==> config.mk <==
export PLATFORM = sky130hd
export DESIGN_NAME = cpuControl
export DESIGN_NICKNAME = d
export VERILOG_FILES = /design/src/cpuCtrlPkg.sv /design/src/condEval.sv /design/src/controlSequencer.sv /design/src/cpuControl.sv /design/src/instrDecode.sv
export SDC_FILE = /design/constraint.sdc
export NUM_CORES = 1
export LEC_CHECK = 0
export ABC_AREA = 1
export BUFFER_PORTS_ARGS = -buffer_cell sky130_fd_sc_hd__buf_2
export CELL_PAD_IN_SITES_DETAIL_PLACEMENT = 1
export CELL_PAD_IN_SITES_GLOBAL_PLACEMENT = 1
export CORE_UTILIZATION = 35
export DETAILED_ROUTE_END_ITERATION = 16
export MAX_ROUTING_LAYER = met4
export PLACE_DENSITY_LB_ADDON = 0.1
export SLEW_MARGIN = 10
export SYNTH_ARGS = -nofsm -noshare
export SYNTH_HDL_FRONTEND = slang
export SYNTH_SLANG_ARGS = --single-unit
==> constraint.sdc <==
create_clock -name clk -period 2.55 [get_ports clk]
set_input_delay 0 -clock clk [delete_from_list [all_inputs] [get_ports clk]]
set_output_delay 0 -clock clk [all_outputs]
set_load 0.05 [all_outputs]
==> src/cpuCtrlPkg.sv <==
`default_nettype none

package cpuCtrlPkg;

    localparam int instrWidth  = 16;
    localparam int regSelWidth = 4;

    // instruction field positions
    localparam int condLsb  = 13;           // 3-bit condition code
    localparam int destLsb  = 12;           // destination register
    localparam int srcLsb   = 8;            // source register
    localparam int pairLsb  = 9;            // register pair, 3 bits
    localparam int subOpLsb = 3;            // 5-bit sub-opcode

    typedef logic [instrWidth-1:0]  instr_t;
    typedef logic [regSelWidth-1:0] regSel_t;

    localparam regSel_t spLowReg = 4'd14;   // low byte of stack pointer

    typedef enum logic [3:0] {
        opAluImm,
        opAluReg,
        opIn,
        opOut,
        opStore,
        opLoad,
        opJmp,
        opCall,
        opRet,
        opHlt,
        opNop
    } opcode_t;

    typedef enum logic [1:0] {
        stepNone = 2'd0,
        stepInc  = 2'd1,
        stepDec  = 2'd2
    } pairStep_t;

    typedef enum logic [3:0] {
        passB  = 4'd0,
        aluAnd = 4'd1,
        aluOr  = 4'd2,
        aluXor = 4'd3,
        aluAdd = 4'd4,
        aluAdc = 4'd5,
        aluSub = 4'd6,
        aluSbc = 4'd7,
        aluInc = 4'd8,
        aluDec = 4'd9,
        aluShl = 4'd10,
        aluShr = 4'd11,
        aluNot = 4'd12,
        passA  = 4'd13
    } aluMode_t;

    typedef enum logic {srcBReg, srcBImm8} aluSrcB_t;

    typedef enum logic [1:0] {
        dataPcHigh = 2'd0,
        dataPcLow  = 2'd1,
        dataAluOut = 2'd2
    } dMemData_t;

    typedef enum logic {addrRegPair, addrPortImm} dMemAddr_t;

    typedef enum logic [1:0] {iAddrPcPlusOne, iAddrPcOut, iAddrIMemOut} iMemAddr_t;

    typedef enum logic [1:0] {stFetch, stReadWait, stJumpTarget, stCallHigh} seqState_t;

endpackage

`default_nettype wire

==> src/condEval.sv <==
`timescale 1ns/10ps
`default_nettype none

module condEval (
    input  logic [2:0] cond,
    input  logic       carryFlag,
    input  logic       zeroFlag,
    input  logic       negativeFlag,
    output logic       condMet
);

    always_comb begin
        case (cond)
            3'd0:    condMet = 1'b1;            // always
            3'd1:    condMet = carryFlag;
            3'd2:    condMet = ~carryFlag;
            3'd3:    condMet = zeroFlag;
            3'd4:    condMet = ~zeroFlag;
            3'd5:    condMet = negativeFlag;
            3'd6:    condMet = 1'b0;            // never
            default: condMet = ~negativeFlag;   // code 7
        endcase
    end

endmodule

`default_nettype wire

==> src/controlSequencer.sv <==
`timescale 1ns/10ps
`default_nettype none

module controlSequencer (
    input  logic                  clk,
    input  logic                  reset,
    input  cpuCtrlPkg::opcode_t   opcode,
    input  cpuCtrlPkg::aluMode_t  aluModeIn,
    input  cpuCtrlPkg::regSel_t   destSel,
    input  cpuCtrlPkg::regSel_t   srcSel,
    input  cpuCtrlPkg::regSel_t   pairSel,
    input  cpuCtrlPkg::pairStep_t pairStep,
    input  logic                  condMet,
    output cpuCtrlPkg::regSel_t   regFileOutBSelect,
    output logic                  regFileWriteEnable,
    output logic                  regFileIncPair,
    output logic                  regFileDecPair,
    output cpuCtrlPkg::aluSrcB_t  aluSrcBSelect,
    output cpuCtrlPkg::aluMode_t  aluMode,
    output cpuCtrlPkg::dMemData_t dMemDataSelect,
    output cpuCtrlPkg::dMemAddr_t dMemAddressSelect,
    output logic                  dMemWriteEn,
    output logic                  dMemReadEn,
    output logic                  flagEnable,
    output cpuCtrlPkg::iMemAddr_t iMemAddrSelect,
    output logic                  iMemReadEnable,
    output logic                  pcWriteEn
);

    cpuCtrlPkg::seqState_t state;
    cpuCtrlPkg::seqState_t nextState;

    always_ff @(posedge clk) begin
        if (reset) begin
            state <= cpuCtrlPkg::stFetch;
        end else begin
            state <= nextState;
        end
    end

    always_comb begin
        regFileOutBSelect  = destSel;
        regFileWriteEnable = 1'b0;
        regFileIncPair     = 1'b0;
        regFileDecPair     = 1'b0;
        aluSrcBSelect      = cpuCtrlPkg::srcBReg;
        aluMode            = cpuCtrlPkg::passB;
        dMemDataSelect     = cpuCtrlPkg::dataAluOut;
        dMemAddressSelect  = cpuCtrlPkg::addrRegPair;
        dMemWriteEn        = 1'b0;
        dMemReadEn         = 1'b0;
        flagEnable         = 1'b0;
        iMemAddrSelect     = cpuCtrlPkg::iAddrPcOut;
        iMemReadEnable     = 1'b0;
        pcWriteEn          = 1'b0;
        nextState          = cpuCtrlPkg::stFetch;

        case (state)
            cpuCtrlPkg::stFetch: begin
                case (opcode)
                    cpuCtrlPkg::opAluImm, cpuCtrlPkg::opAluReg: begin
                        if (opcode == cpuCtrlPkg::opAluImm) begin
                            aluSrcBSelect = cpuCtrlPkg::srcBImm8;
                        end else begin
                            regFileOutBSelect = srcSel;
                        end
                        aluMode            = aluModeIn;
                        regFileWriteEnable = 1'b1;
                        flagEnable         = 1'b1;
                        iMemReadEnable     = 1'b1;
                        pcWriteEn          = 1'b1;
                    end
                    cpuCtrlPkg::opIn: begin
                        dMemAddressSelect = cpuCtrlPkg::addrPortImm;
                        dMemReadEn        = 1'b1;
                        nextState         = cpuCtrlPkg::stReadWait;
                    end
                    cpuCtrlPkg::opOut: begin
                        dMemAddressSelect = cpuCtrlPkg::addrPortImm;
                        dMemWriteEn       = 1'b1;                // destSel data via pass B
                        iMemReadEnable    = 1'b1;
                        pcWriteEn         = 1'b1;
                    end
                    cpuCtrlPkg::opStore: begin
                        regFileOutBSelect = pairSel;
                        aluMode           = aluModeIn;
                        dMemWriteEn       = 1'b1;
                        regFileIncPair    = (pairStep == cpuCtrlPkg::stepInc);
                        regFileDecPair    = (pairStep == cpuCtrlPkg::stepDec);
                        iMemReadEnable    = 1'b1;
                        pcWriteEn         = 1'b1;
                    end
                    cpuCtrlPkg::opLoad: begin
                        regFileOutBSelect = pairSel;
                        aluMode           = aluModeIn;
                        dMemReadEn        = 1'b1;
                        nextState         = cpuCtrlPkg::stReadWait;
                    end
                    cpuCtrlPkg::opJmp: begin
                        if (condMet) begin
                            nextState = cpuCtrlPkg::stJumpTarget;
                        end else begin
                            iMemAddrSelect = cpuCtrlPkg::iAddrPcPlusOne;  // skip target word
                            iMemReadEnable = 1'b1;
                            pcWriteEn      = 1'b1;
                        end
                    end
                    cpuCtrlPkg::opCall: begin
                        regFileOutBSelect = cpuCtrlPkg::spLowReg;
                        if (condMet) begin
                            dMemDataSelect = cpuCtrlPkg::dataPcLow;       // push low byte first
                            dMemWriteEn    = 1'b1;
                            regFileDecPair = 1'b1;
                            nextState      = cpuCtrlPkg::stCallHigh;
                        end else begin
                            iMemAddrSelect = cpuCtrlPkg::iAddrPcPlusOne;
                            iMemReadEnable = 1'b1;
                            pcWriteEn      = 1'b1;
                        end
                    end
                    cpuCtrlPkg::opRet: begin
                        regFileOutBSelect = cpuCtrlPkg::spLowReg;
                        if (condMet) begin
                            dMemReadEn     = 1'b1;                        // pop return address
                            regFileIncPair = 1'b1;
                            nextState      = cpuCtrlPkg::stReadWait;
                        end else begin
                            iMemReadEnable = 1'b1;
                            pcWriteEn      = 1'b1;
                        end
                    end
                    cpuCtrlPkg::opHlt: begin
                        nextState = cpuCtrlPkg::stFetch;                  // pc frozen
                    end
                    default: begin                                       // nop
                        iMemReadEnable = 1'b1;
                        pcWriteEn      = 1'b1;
                    end
                endcase
            end
            cpuCtrlPkg::stReadWait: begin
                // fetch was stalled, so the word in iMemOut is still the same instruction
                dMemReadEn     = 1'b1;
                iMemReadEnable = 1'b1;
                pcWriteEn      = 1'b1;
                if (opcode == cpuCtrlPkg::opRet) begin
                    regFileOutBSelect = cpuCtrlPkg::spLowReg;
                    regFileIncPair    = 1'b1;
                    iMemAddrSelect    = cpuCtrlPkg::iAddrIMemOut;
                end else begin
                    regFileWriteEnable = 1'b1;                            // capture read data
                    if (opcode == cpuCtrlPkg::opIn) begin
                        dMemAddressSelect = cpuCtrlPkg::addrPortImm;
                    end else begin
                        regFileOutBSelect = pairSel;
                        aluMode           = aluModeIn;
                        regFileIncPair    = (pairStep == cpuCtrlPkg::stepInc);
                        regFileDecPair    = (pairStep == cpuCtrlPkg::stepDec);
                    end
                end
            end
            cpuCtrlPkg::stJumpTarget: begin
                iMemAddrSelect = cpuCtrlPkg::iAddrIMemOut;
                iMemReadEnable = 1'b1;
                pcWriteEn      = 1'b1;
            end
            default: begin                                               // stCallHigh
                regFileOutBSelect = cpuCtrlPkg::spLowReg;
                dMemDataSelect    = cpuCtrlPkg::dataPcHigh;
                dMemWriteEn       = 1'b1;
                regFileDecPair    = 1'b1;
                iMemAddrSelect    = cpuCtrlPkg::iAddrIMemOut;
                iMemReadEnable    = 1'b1;
                pcWriteEn         = 1'b1;
            end
        endcase

        // all enables stay low while in reset
        if (reset) begin
            regFileWriteEnable = 1'b0;
            regFileIncPair     = 1'b0;
            regFileDecPair     = 1'b0;
            dMemWriteEn        = 1'b0;
            dMemReadEn         = 1'b0;
            flagEnable         = 1'b0;
            iMemReadEnable     = 1'b0;
            pcWriteEn          = 1'b0;
        end
    end

endmodule

`default_nettype wire

==> src/cpuControl.sv <==
`timescale 1ns/10ps
`default_nettype none

module cpuControl (
    input  logic                  clk,
    input  logic                  reset,
    input  cpuCtrlPkg::instr_t    iMemOut,
    input  logic                  carryFlag,
    input  logic                  zeroFlag,
    input  logic                  negativeFlag,
    output cpuCtrlPkg::regSel_t   regFileOutBSelect,
    output logic                  regFileWriteEnable,
    output logic                  regFileIncPair,
    output logic                  regFileDecPair,
    output cpuCtrlPkg::aluSrcB_t  aluSrcBSelect,
    output cpuCtrlPkg::aluMode_t  aluMode,
    output cpuCtrlPkg::dMemData_t dMemDataSelect,
    output cpuCtrlPkg::dMemAddr_t dMemAddressSelect,
    output logic                  dMemWriteEn,
    output logic                  dMemReadEn,
    output logic                  flagEnable,
    output cpuCtrlPkg::iMemAddr_t iMemAddrSelect,
    output logic                  iMemReadEnable,
    output logic                  pcWriteEn
);

    logic                  condMet;
    cpuCtrlPkg::opcode_t   opcode;
    cpuCtrlPkg::aluMode_t  decAluMode;      // decoded mode before sequencing
    cpuCtrlPkg::regSel_t   destSel;
    cpuCtrlPkg::regSel_t   srcSel;
    cpuCtrlPkg::regSel_t   pairSel;
    cpuCtrlPkg::pairStep_t pairStep;

    condEval i_condEval (
        .cond         (iMemOut[cpuCtrlPkg::condLsb +: 3]),
        .carryFlag    (carryFlag),
        .zeroFlag     (zeroFlag),
        .negativeFlag (negativeFlag),
        .condMet      (condMet)
    );

    instrDecode i_instrDecode (
        .iMemOut  (iMemOut),
        .opcode   (opcode),
        .aluMode  (decAluMode),
        .destSel  (destSel),
        .srcSel   (srcSel),
        .pairSel  (pairSel),
        .pairStep (pairStep)
    );

    controlSequencer i_controlSequencer (
        .clk                (clk),
        .reset              (reset),
        .opcode             (opcode),
        .aluModeIn          (decAluMode),
        .destSel            (destSel),
        .srcSel             (srcSel),
        .pairSel            (pairSel),
        .pairStep           (pairStep),
        .condMet            (condMet),
        .regFileOutBSelect  (regFileOutBSelect),
        .regFileWriteEnable (regFileWriteEnable),
        .regFileIncPair     (regFileIncPair),
        .regFileDecPair     (regFileDecPair),
        .aluSrcBSelect      (aluSrcBSelect),
        .aluMode            (aluMode),
        .dMemDataSelect     (dMemDataSelect),
        .dMemAddressSelect  (dMemAddressSelect),
        .dMemWriteEn        (dMemWriteEn),
        .dMemReadEn         (dMemReadEn),
        .flagEnable         (flagEnable),
        .iMemAddrSelect     (iMemAddrSelect),
        .iMemReadEnable     (iMemReadEnable),
        .pcWriteEn          (pcWriteEn)
    );

endmodule

`default_nettype wire

==> src/instrDecode.sv <==
`timescale 1ns/10ps
`default_nettype none

module instrDecode (
    input  cpuCtrlPkg::instr_t    iMemOut,
    output cpuCtrlPkg::opcode_t   opcode,
    output cpuCtrlPkg::aluMode_t  aluMode,
    output cpuCtrlPkg::regSel_t   destSel,
    output cpuCtrlPkg::regSel_t   srcSel,
    output cpuCtrlPkg::regSel_t   pairSel,
    output cpuCtrlPkg::pairStep_t pairStep
);

    logic [4:0] subOp;
    logic [2:0] lowBits;
    logic [2:0] immAluCode;

    // offset within a store or load group picks the pair step
    function automatic cpuCtrlPkg::pairStep_t stepOf(input logic [4:0] offset);
        cpuCtrlPkg::pairStep_t step;
        case (offset)
            5'd1:    step = cpuCtrlPkg::stepInc;
            5'd2:    step = cpuCtrlPkg::stepDec;
            default: step = cpuCtrlPkg::stepNone;
        endcase
        return step;
    endfunction

    assign subOp      = iMemOut[cpuCtrlPkg::subOpLsb +: 5];
    assign lowBits    = iMemOut[2:0];
    assign immAluCode = iMemOut[3:1];

    assign destSel = iMemOut[cpuCtrlPkg::destLsb +: 4];
    assign srcSel  = iMemOut[cpuCtrlPkg::srcLsb +: 4];
    assign pairSel = {iMemOut[cpuCtrlPkg::pairLsb +: 3], 1'b0};  // pair index times two

    always_comb begin
        opcode   = cpuCtrlPkg::opNop;
        aluMode  = cpuCtrlPkg::passB;
        pairStep = cpuCtrlPkg::stepNone;

        if (iMemOut[0] && immAluCode != 3'b111) begin
            opcode  = cpuCtrlPkg::opAluImm;
            aluMode = cpuCtrlPkg::aluMode_t'({1'b0, immAluCode});
        end else if (lowBits == 3'b010) begin
            opcode = cpuCtrlPkg::opIn;
        end else if (lowBits == 3'b100) begin
            opcode = cpuCtrlPkg::opOut;
        end else if (lowBits == 3'b000) begin
            case (subOp) inside
                [5'd1:5'd12]: begin                     // register-register alu
                    opcode  = cpuCtrlPkg::opAluReg;
                    aluMode = cpuCtrlPkg::aluMode_t'(subOp[3:0]);
                end
                [5'd13:5'd15]: begin
                    opcode   = cpuCtrlPkg::opStore;
                    aluMode  = cpuCtrlPkg::passA;
                    pairStep = stepOf(subOp - 5'd13);
                end
                [5'd16:5'd18]: begin
                    opcode   = cpuCtrlPkg::opLoad;
                    aluMode  = cpuCtrlPkg::passA;
                    pairStep = stepOf(subOp - 5'd16);
                end
                5'd22: begin
                    opcode = cpuCtrlPkg::opJmp;
                end
                5'd23: begin
                    opcode = cpuCtrlPkg::opCall;
                end
                5'd24: begin
                    opcode = cpuCtrlPkg::opRet;
                end
                5'd29: begin
                    opcode = cpuCtrlPkg::opHlt;
                end
                default: begin
                    opcode = cpuCtrlPkg::opNop;         // unused sub-opcodes
                end
            endcase
        end
    end

endmodule

`default_nettype wire
==> out/summary.txt, run 1 <==
Status: finished clean
Area grow syn2layout: 22.35%
Total track usage: 0.2437
Actual slew at the worst max-slew pin: 0.5227 ns
Post-synth top cells: 48 x nand2_1, 25 x inv_1, 19 x nor2_1, 18 x nand3_1, 10 x o21ai_0
Synth async-reset ratio: 0
Core box area: 3103 um^2
Die Wd: 59.82 um
First-pass GRT wire length: 6.451 mm
Largest net degree at the start of global routing: 15
Max Clk Rate: 512.2 MHz
Synthesized Nets: 228
Hold_buf cts: 0
Seq cells post-synth: 2
Final wirelength: 3.817 mm
Hold endpoint: i_controlSequencer.state[0]$_SDFF_PP0_
DR vias: 1,493
Final #Nets: 271
Initial DRC Count: 51
Reg with most FFs: i_controlSequencer.state
Worst-path clk slew: 0.03 ns
H-tree depth: 1
DR vias/cell: 5.184
DRC: 0
Crit Reg-Reg Startpoint: i_controlSequencer.state[0]$_SDFF_PP0_
R2R Setup Slk: 0.95 ns
Fin Setup TNS: 0 ns
Critical path arrival: 1.95 ns
Period utilization: 0.7656
Vias in the first global route: 1,382
Seq/Total Area, Yosys: 0.03422
Final RePlAce weighted congestion: 0.8465
Post-synth top area share: 0.1540
Largest register FFs: 2
Dominant cells by area after synthesis: nand2_1 15%, inv_1 8.0%, nand3_1 7.7%
Post-DP Area: 1409 um^2
HPWL after DPL: 3.237 mm
Longest Clk Path Bufs: 2
Crit. End Element: output pin
Distinct cells, synth: 37
Buffer count from post-CTS setup fixing: 0
RSZ-0062 raised after global routing: no
Reg2reg end: i_controlSequencer.state[0]$_SDFF_PP0_
Clk Latency, worst-skew pair: 0.23 ns
Post-route cell area: 1431 um^2
Max cap viols: 0
Worst vdd ir: 0.1172 mV
CTS Sinks: 2
Cell taking the most area after synthesis: nand2_1
CP Class: flop to output pin
Post-cts sizing count: 0
CP max FO: 14
Final Hold Fails: 0
Top-count cell post-synth: nand2_1
Worst hold path depth: 4
Min-delay src: reset
Post-DRT Antenna Nets: 0
Layout cells sized above 1: 0.3443
Cells on worst reg2reg path: 6
Remaining global-route overflow: 0
Tmin final: 1.952 ns
Die area: 3578 um^2
Cell Rows: 20
Skew final: 0.002768 ns
IO buf count: 42
PD cells: 293.9 nW/um^2
Syn_area_per_cell: 5.763 um^2
Post-synth EDFFs: 0
Static Leak: 0.7915 nW
Die Y-Extent: 59.82 um
Finish-stage setup viols: 0
Max-slew violation count: 0
WL per Instance: 13.25 um
Initial core utilization: 0.3770
CTS tree: built
Top Ports: 43
Regs by FF count: i_controlSequencer.state: 2 flops
Pre-Repair DR Iteration Count: 4
Initial antenna violation count: 0
CP Data Required Time: 2.55 ns
Worst Hold Class: primary input to flop
Root buffer cell: clkbuf_4
Antenna diodes: 0
Number of CTS-inserted buffers: 3
Slew margin rel.: 0.6500
Ys Warns: 0
CP Launch Type: flop
Crit path from: i_controlSequencer.state[0]$_SDFF_PP0_
Synth Cell Area: 1170 um^2
Ys flop type: dfxtp_1
Gate Count Post-Synth: 203
-- worst max path at each step --
stage                           endpoint  slack, ns
floorplan                     aluMode[3]       0.13
global placement          iMemReadEnable       0.76
global route        regFileOutBSelect[1]       0.39
finish              regFileOutBSelect[1]       0.60
detailed placement             pcWriteEn       0.74
CTS                 regFileOutBSelect[1]       0.63
-- stage by stage --
stage	util	total power [mW]	setup slack (ns)	std cells	hold WS [ns]
after floorplan	-	0.2719	0.1254	203	0.1750
after global placement	0.4540	0.3458	0.7632	285	0.3875
after detailed placement	0.4540	0.3483	0.7424	285	0.3798
after CTS	0.4613	0.4225	0.6338	288	0.1867
after global routing	0.4613	0.4517	0.3921	288	0.2525
final	0.4613	0.4207	0.5977	288	0.2083
-- cells by family after synthesis --
logic type | count (synthesis) | share of synthesized area
AOI/OAI and AO/OA | 36 | 0.2096
DFF | 2 | 0.03423
and+or+nand+nor | 122 | 0.5743
adders and majority gates | 4 | 0.04278
buffers and inverters | 38 | 0.1316
xor gates and xnor gates | 1 | 0.007488
-- cell type report --
| type | instances | area [um^2] |
|---|---|---|
| fill | 478 | 1672 |
| multi-input combinational | 163 | 975.9 |
| timing repair buffer | 42 | 210.2 |
| inverter | 34 | 127.6 |
| tap | 44 | 55.05 |
| sequential | 2 | 40.04 |
| clock buffer | 3 | 22.52 |
-- metal layers --
layer,vias up,GRT usage,wire [um]
li1,751,-,-
met1,682,0.3527,1938
met2,52,0.3619,1663
met3,8,0.01948,133
met4,0,0.05980,82
met5,-,-,0
-- report_power, final --
group	internal [mW]	switching [mW]	leakage, nW	total (mW)
clock network	0.0520	0.0196	0.0138	0.0716
logic	0.0826	0.234	0.762	0.317
registers	0.0319	0.000348	0.0161	0.0323
-- critical path, stage by stage (launching register included) --
cell	delay, ns
dfxtp_1	0.32
inv_1	0.08
ha_1	0.44
inv_1	0.22
o21bai_1	0.23
nand2_1	0.08
nand4_1	0.09
buf_2	0.26
-- placed cells by master (no fill, tap or decap), drive strengths merged, types with 2 or more instances in the layout --
cell    Yosys  final
inv        33     33
nor3        5      5
nand3      25     25
ha          4      4
o211ai      3      3
buf         2     42
o21bai      2      2
o21ai      15     15
a21oi       9      9
dfxtp       2      2
a221oi      2      2
a31oi       2      2
nand2      60     60
clkbuf      2      3
nand4       5      5
nor2       25     25
(Power assumes the default switching activity.)
==> run 2: changes to the inputs <==
Settings changed: ABC_AREA 1 to 0, CORE_UTILIZATION 35 to 34.
Clock period 2.55 ns to 1.9 ns, I/O delays scaled along.
==> run 2 against run 1 <==
  * The flow now finishes with violations (negative setup slack)
  * Total power increased by 62%
  * Non-clock buffer count up 53
  * Cell count up 2.8%
  * Hold slack improved by 0.19 ns
  * Final area rose by 44%
  * Routed wire length grew 97%
  * Count of clock-buffer cells in the layout unchanged
  * Via count rose by 32%
  * Worst setup slack worse by 0.75 ns
  * First-iteration DRC count grew to 3.6 times the previous value
  * Largest cell class unchanged
  * Largest power group unchanged
==> out/summary.txt, run 2 <==
RSZ-0062 raised after global routing: yes
Pre-Repair DR Iteration Count: 4 (unchanged)
Gate Count Post-Synth: 170 (-16%)
Slew margin rel.: 0.6626 (+0.01258)
Post-synthesis compound-gate area fraction: 0.4755 (+0.2658)
Synth async-reset ratio: 0 (unchanged)
P_sw: 360.1 uW (+42%)
Crit. End Element: output pin
Vias in the first global route: 1,873 (+36%)
Largest net degree at the start of global routing: 15 (unchanged)
Syn_area_per_cell: 6.749 um^2 (+17%)
Total track usage: 0.3451 (+0.1015)
Largest register FFs: 2 (unchanged)
Seq/Total Area, Yosys: 0.03490 (+0.0006718)
Root buffer cell: clkbuf_4
Final worst-path setup slack: -0.1520 ns (-0.7497 ns)
Post-synth top area share: 0.05562 (-0.09839)
Synth Cell Area: 1147 um^2 (-1.9%)
Final Hold Fails: 0 (unchanged)
DR vias: 1,978 (+32%)
Cell Rows: 20 (unchanged)
CP Class: primary input to output pin
Placed cell count: 285 (unchanged)
Static Leak: 0.8969 nW (+13%)
Layout cells sized above 1: 0.5476 (+0.2034)
Cell taking the most area after synthesis: nand2_1
Initial core utilization: 0.3668 (-0.01022)
Ys Warns: 0 (unchanged)
Top Ports: 43 (unchanged)
WL per Instance: 25.36 um (+91%)
Status: complete, but fails checks
Post-synthesis adder-cell area fraction: 0.05234 (+0.009564)
Antenna diodes: 0 (unchanged)
Worst path cell trace: buf_2, buf_4, o21ai_0, a211oi_2, o311a_4, buf_4, nand3_1, buf_4, a21oi_1, nor2_1, buf_6
Ys flop type: dfxtp_1
Initial antenna violation count: 0 (unchanged)
H-tree depth: 1 (unchanged)
Finish-stage setup viols: 11 (+11)
IO buf count: 42 (unchanged)
Distinct cells, synth: 53 (+43%)
Initial DRC Count: 183 (+260%)
Seq cells post-synth: 2 (unchanged)
Final wirelength: 7.506 mm (+97%)
Max cap viols: 0 (unchanged)
Commonest non-fill, non-tap cells in the layout: 57 x buf_4, 22 x buf_2, 16 x nand2_1, 12 x buf_6, 10 x nor2_1
Internal power: 321.6 uW (+93%)
Top-count cell post-synth: nand2_1
Die Wd: 60.09 um (+0.46%)
Multiplexer share of the synthesized area: 0.01854 (+0.01854)
Post-Layout Cell Count: 296 (+2.8%)
Final RePlAce weighted congestion: 0.9043 (+6.8%)
Area grow syn2layout: 79.61%
Actual slew at the worst max-slew pin: 0.5028 ns (-0.01995 ns)
Post-synth top cells: 17 x nand2_1, 12 x nor2_1, 10 x a21oi_1, 10 x o21ai_0, 8 x inv_1
Max-slew violation count: 0 (unchanged)
Worst vdd ir: 0.1475 mV (+26%)
Tmin final: 2.052 ns
CP Buf/Inv Count: 5 (+2)
Power share of the clock group: 0.137 (-0.033)
CTS Sinks: 2 (unchanged)
HPWL after DPL: 3.837 mm (+19%)
Pre-CTS setup slack: -0.1115 ns (-0.8539 ns)
Switching Share: 0.5283 (-0.07598)
First-pass GRT wire length: 9.073 mm (+41%)
Crit-path most repeated cell: buf_4
PD cells: 330.8 nW/um^2 (+13%)
Core box area: 3128 um^2 (+0.81%)
CP max FO: 5 (-9)
Skew final: 0.0003232 ns (-0.002445 ns)
Worst path max stage delay: 0.42 ns (-0.02 ns)
Most common cell after layout, fill and taps aside: buf_4
DRC: 0 (unchanged)
Period utilization: 1.080
Synth Area in XOR/XNOR: 0.007634 (+0.0001470)
Comb pwr share: 0.800 (+0.047)
CP Data Required Time: 1.90 ns (-0.65 ns)
Regs by FF count: i_controlSequencer.state: 2 flops
Delay-heaviest family, CP: compound AO/OA/AOI/OAI gates
Critical path arrival: 2.05 ns (+0.10 ns)
CTS tree: built
DR vias/cell: 6.682 (+29%)
Post-synth EDFFs: 0 (unchanged)
Die area: 3611 um^2 (+0.92%)
Clk Latency, worst-skew pair: 0.22 ns (about the same)
Failing checks: negative setup slack
Flop pwr share: 0.063 (-0.014)
Reg with most FFs: i_controlSequencer.state
CP Launch Type: primary input
Longest Clk Path Bufs: 2 (unchanged)
Die Y-Extent: 60.09 um (+0.46%)
Worst Hold Class: primary input to output pin
Max Clk Rate: 487.3 MHz
Final #Nets: 279 (+3.0%)
Tot Pwr: 681.8 uW (+62%)
Hold_buf cts: 0 (unchanged)
Number of CTS-inserted buffers: 3 (unchanged)
Fill cells: 386 (-19%)
CP max-delay cell: o311a_4
Dominant cells by area after synthesis: nand2_1 5.6%, a211oi_1 4.6%, a21oi_1 4.4%
Post-DRT Antenna Nets: 0 (unchanged)
Remaining global-route overflow: 0 (unchanged)
Largest family of logic cells by synthesized area: compound AO/OA/AOI/OAI gates
Synth Area in Simple Gates: 0.2966 (-0.2777)
Synthesized Nets: 195 (-14%)
[run 2: final cells by class]
type	count	area [um^2]	area share
well taps	44	55.05	0.02672
repair buffers	95	718.2	0.3485
clock buffers	3	22.52	0.01093
multi-input cells	143	1190	0.5774
inverters	9	33.78	0.01639
flip-flops and latches	2	41.29	0.02004
[run 2: what timing repair did]
action	in CTS	in global routing
setup buffers	6	2
gates resized for setup	32	41
pin swaps	12	14
endpoints found under the setup margin	14	18
[run 2: cell families (layout without fill, tap and decap cells)]
logic type      after synthesis  after routing
compound gates               74             74
xor+xnor                      1              1
fa+ha+maj                     5              5
buf+inv                      25            107
flops                         2              2
mux                           2              2
simple gates                 61             61
[run 2: power by group through the flow]
stage	logic [mW]	registers, mW	clock network (mW)
global placement	0.419	0.0435	0
CTS	0.474	0.0431	0.0937
finish	0.545	0.0431	0.0932
floorplan	0.287	0.0435	0
detailed placement	0.430	0.0436	0
global route	0.563	0.0431	0.102
[run 2: metal layers]
metal | global-route usage | routed length [um] | vias up
li1 | - | - | 818
met1 | 0.4074 | 2648 | 916
met2 | 0.5937 | 3627 | 171
met3 | 0.04329 | 572 | 73
met4 | 0.1262 | 658 | 0
met5 | - | 0 | -
[run 2: worst register-to-register path, stage by stage, from the launching register on]
cell,delay [ns]
dfxtp_1,0.32
inv_1,0.08
ha_1,0.20
buf_4,0.24
nand2b_1,0.23
nor2_1,0.24
[run 2: worst paths after layout]
check | startpoint | endpoint | slack, ns | cells after the start
worst max-delay path | iMemOut[4] | dMemDataSelect[1] | -0.15 | 11
worst min-delay path | iMemOut[0] | dMemAddressSelect | 0.39 | 3
worst max register to register | i_controlSequencer.state[0]$_SDFF_PP0_ | i_controlSequencer.state[1]$_SDFF_PP0_ | 0.50 | 5
worst min register to register | i_controlSequencer.state[1]$_SDFF_PP0_ | i_controlSequencer.state[0]$_SDFF_PP0_ | 1.22 | 5
[run 2: stage by stage]
step           instance area, um^2  hold slack (ns)  setup TNS [ns]  utilization
3_3_place_gp                  1735           0.3808         -0.6516       0.5548
3_5_place_dp                  1735           0.3903          -1.152       0.5548
6_report                      2061           0.3944          -1.062       0.6588
5_1_grt                       2061           0.4177          -1.927       0.6588
2_1_floorplan                 1240           0.2810         -0.9048            -
4_1_cts                       1922           0.3225       -0.007892       0.6144
==> run 3: changes to the inputs <==
Settings changed: CELL_PAD_IN_SITES_DETAIL_PLACEMENT 1 to 0.
==> run 3 against run 2 <==
  * The run still ends with negative setup slack left
  * Final area grew 0.49%
  * Die area unchanged
  * Cell count rose by 0.68%
  * Count of clock-buffer cells in the layout unchanged
  * Sequential power about the same
  * Non-clock buffer count is 2 higher
  * Clock skew up 0.00081 ns
  * Largest power group unchanged
  * Sequential share of layout area is essentially flat
  * Sequential cell count unchanged
  * Combinational power down 7.0%
  * Utilization grew 0.32 points
  * Global-route usage down 9.4 points
==> out/summary.txt, run 3 (same netlist as run 2, synthesis figures left out) <==
Initial DRC Count: 115 (-37%)
Worst Hold Class: primary input to flop
Crit. End Element: output pin
DRC: 0 (unchanged)
DR vias: 1,674 (-15%)
Largest net degree at the start of global routing: 15 (unchanged)
Final #Nets: 281 (+0.72%)
Post-DRT Antenna Nets: 0 (unchanged)
Tmin final: 1.915 ns (-0.1365 ns)
Number of CTS-inserted buffers: 3 (unchanged)
CP max-delay cell: a211o_1
Worst-path clk slew: 0.03 ns
Post-Layout Cell Count: 298 (+0.68%)
Final wirelength: 4.599 mm (-39%)
Core box area: 3128 um^2 (unchanged)
Die area: 3611 um^2 (unchanged)
Die Y-Extent: 60.09 um (unchanged)
Worst path cell trace: buf_12, buf_4, buf_4, a211o_1, a22oi_2, buf_4, o32ai_2, a21o_1, nor4_1, nand3b_1, buf_6
DR vias/cell: 5.617 (-16%)
Worst path max stage delay: 0.30 ns (-0.12 ns)
CP Class: primary input to output pin
Most common cell after layout, fill and taps aside: buf_4
Final worst-path setup slack: -0.01549 ns (+0.1365 ns)
Status: complete, but fails checks
Longest Clk Path Bufs: 2 (unchanged)
WL per Instance: 15.43 um (-39%)
Vias in the first global route: 1,506 (-20%)
HPWL after DPL: 3.385 mm (-12%)
Commonest non-fill, non-tap cells in the layout: 59 x buf_4, 25 x buf_2, 17 x nand2_1, 11 x nor2_1, 10 x buf_6
Final RePlAce weighted congestion: 0.9043 (unchanged)
Failing checks: negative setup slack
Hold_buf cts: 0 (unchanged)
Slew margin rel.: 0.6858 (+0.02321)
Pre-CTS setup slack: -0.1419 ns (-0.03045 ns)
Top Ports: 43 (unchanged)
Final Util: 0.6620 (+0.003200)
CTS Sinks: 2 (unchanged)
Post-DP Area: 1735 um^2 (unchanged)
CTS tree: built
Crit-path most repeated cell: buf_4
Root buffer cell: clkbuf_4
Fill cells: 270 (-30%)
Initial core utilization: 0.3668 (unchanged)
H-tree depth: 1 (unchanged)
Post-route cell area: 2071 um^2 (+0.49%)
Final Hold Fails: 0 (unchanged)
RSZ-0062 raised after global routing: yes
Max-slew violation count: 0 (unchanged)
IO buf count: 42 (unchanged)
Layout cells sized above 1: 0.5512 (+0.003562)
Skew final: 0.001131 ns (+0.0008083 ns)
Remaining global-route overflow: 0 (unchanged)
Critical path arrival: 1.92 ns (-0.13 ns)
Delay-heaviest family, CP: compound AO/OA/AOI/OAI gates
Actual slew at the worst max-slew pin: 0.4677 ns (-0.03504 ns)
Worst vdd ir: 0.1511 mV (+2.4%)
CP Buf/Inv Count: 5 (unchanged)
Die Wd: 60.09 um (unchanged)
Area grow syn2layout: 80.48%
Pre-Repair DR Iteration Count: 4 (unchanged)
Initial antenna violation count: 0 (unchanged)
First-pass GRT wire length: 6.858 mm (-24%)
CP max FO: 6 (+1)
Placed cell count: 285 (unchanged)
Total track usage: 0.2509 (-0.09421)
Period utilization: 1.008 (-0.07184)
Fin Setup TNS: -0.01968 ns (+1.043 ns)
Max cap viols: 0 (unchanged)
Antenna diodes: 0 (unchanged)
PD cells: 309.6 nW/um^2 (-6.4%)
Finish-stage setup viols: 2 (-9)
Regs by FF count: i_controlSequencer.state: 2 flops
Largest register FFs: 2 (unchanged)
Max Clk Rate: 522.1 MHz (+7.1%)
CP Data Required Time: 1.90 ns (about the same)
Clk Latency, worst-skew pair: 0.22 ns (about the same)
Static Leak: 0.8958 nW (-0.12%)
Reg with most FFs: i_controlSequencer.state
Cell Rows: 20 (unchanged)
CP Launch Type: primary input
[run 3: worst paths after layout]
| check | end | slack [ns] | cells after the start | startpoint |
|---|---|---|---|---|
| max | regFileOutBSelect[0] | -0.02 | 11 | iMemOut[6] |
| min | i_controlSequencer.state[1]$_SDFF_PP0_ | 0.32 | 4 | iMemOut[13] |
| max reg2reg | i_controlSequencer.state[0]$_SDFF_PP0_ | 0.58 | 5 | i_controlSequencer.state[0]$_SDFF_PP0_ |
| min reg2reg | i_controlSequencer.state[1]$_SDFF_PP0_ | 1.16 | 5 | i_controlSequencer.state[1]$_SDFF_PP0_ |
[run 3: where the power goes]
group | switching, mW | leakage (nW) | internal [mW]
sequential | 0.000348 | 0.0166 | 0.0428
combinational | 0.292 | 0.865 | 0.215
clock | 0.0217 | 0.0138 | 0.0694
total | 0.314 | 0.896 | 0.327
[run 3: what timing repair did]
action / in CTS / in global routing
endpoints found under the setup margin: 14 / 19
cloned: 0 / 0
gates resized for setup: 27 / 37
pin swaps: 10 / 17
setup buffers: 4 / 7
[run 3: metrics by stage]
stage               hold WS, ns  total power, mW
global placement         0.3808           0.4624
global route             0.3355           0.6835
detailed placement       0.3847           0.4664
finish                   0.3191           0.6411
floorplan                0.2810           0.3302
CTS                      0.2958           0.5920
[run 3: worst register-to-register path, stage by stage, from the launching register on]
cell and delay (ns):
dfxtp_1 0.32, inv_1 0.10, ha_1 0.22, buf_4 0.24
nand2b_1 0.19, a211oi_2 0.19
[run 3: metal layers]
metal,vias up,global-route usage,wire length (um)
met5,-,-,0
met4,0,0.04319,7
met3,3,0.01948,222
met2,61,0.4079,2245
met1,790,0.3410,2124
li1,820,-,-
[run 3: cell type report]
class	count	area, um^2	area share
clock buffer	3	22.52	0.01088
inverter	9	33.78	0.01631
multi-input combinational	143	1202	0.5807
sequential	2	41.29	0.01994
tap	44	55.05	0.02659
timing repair buffer	97	715.7	0.3456
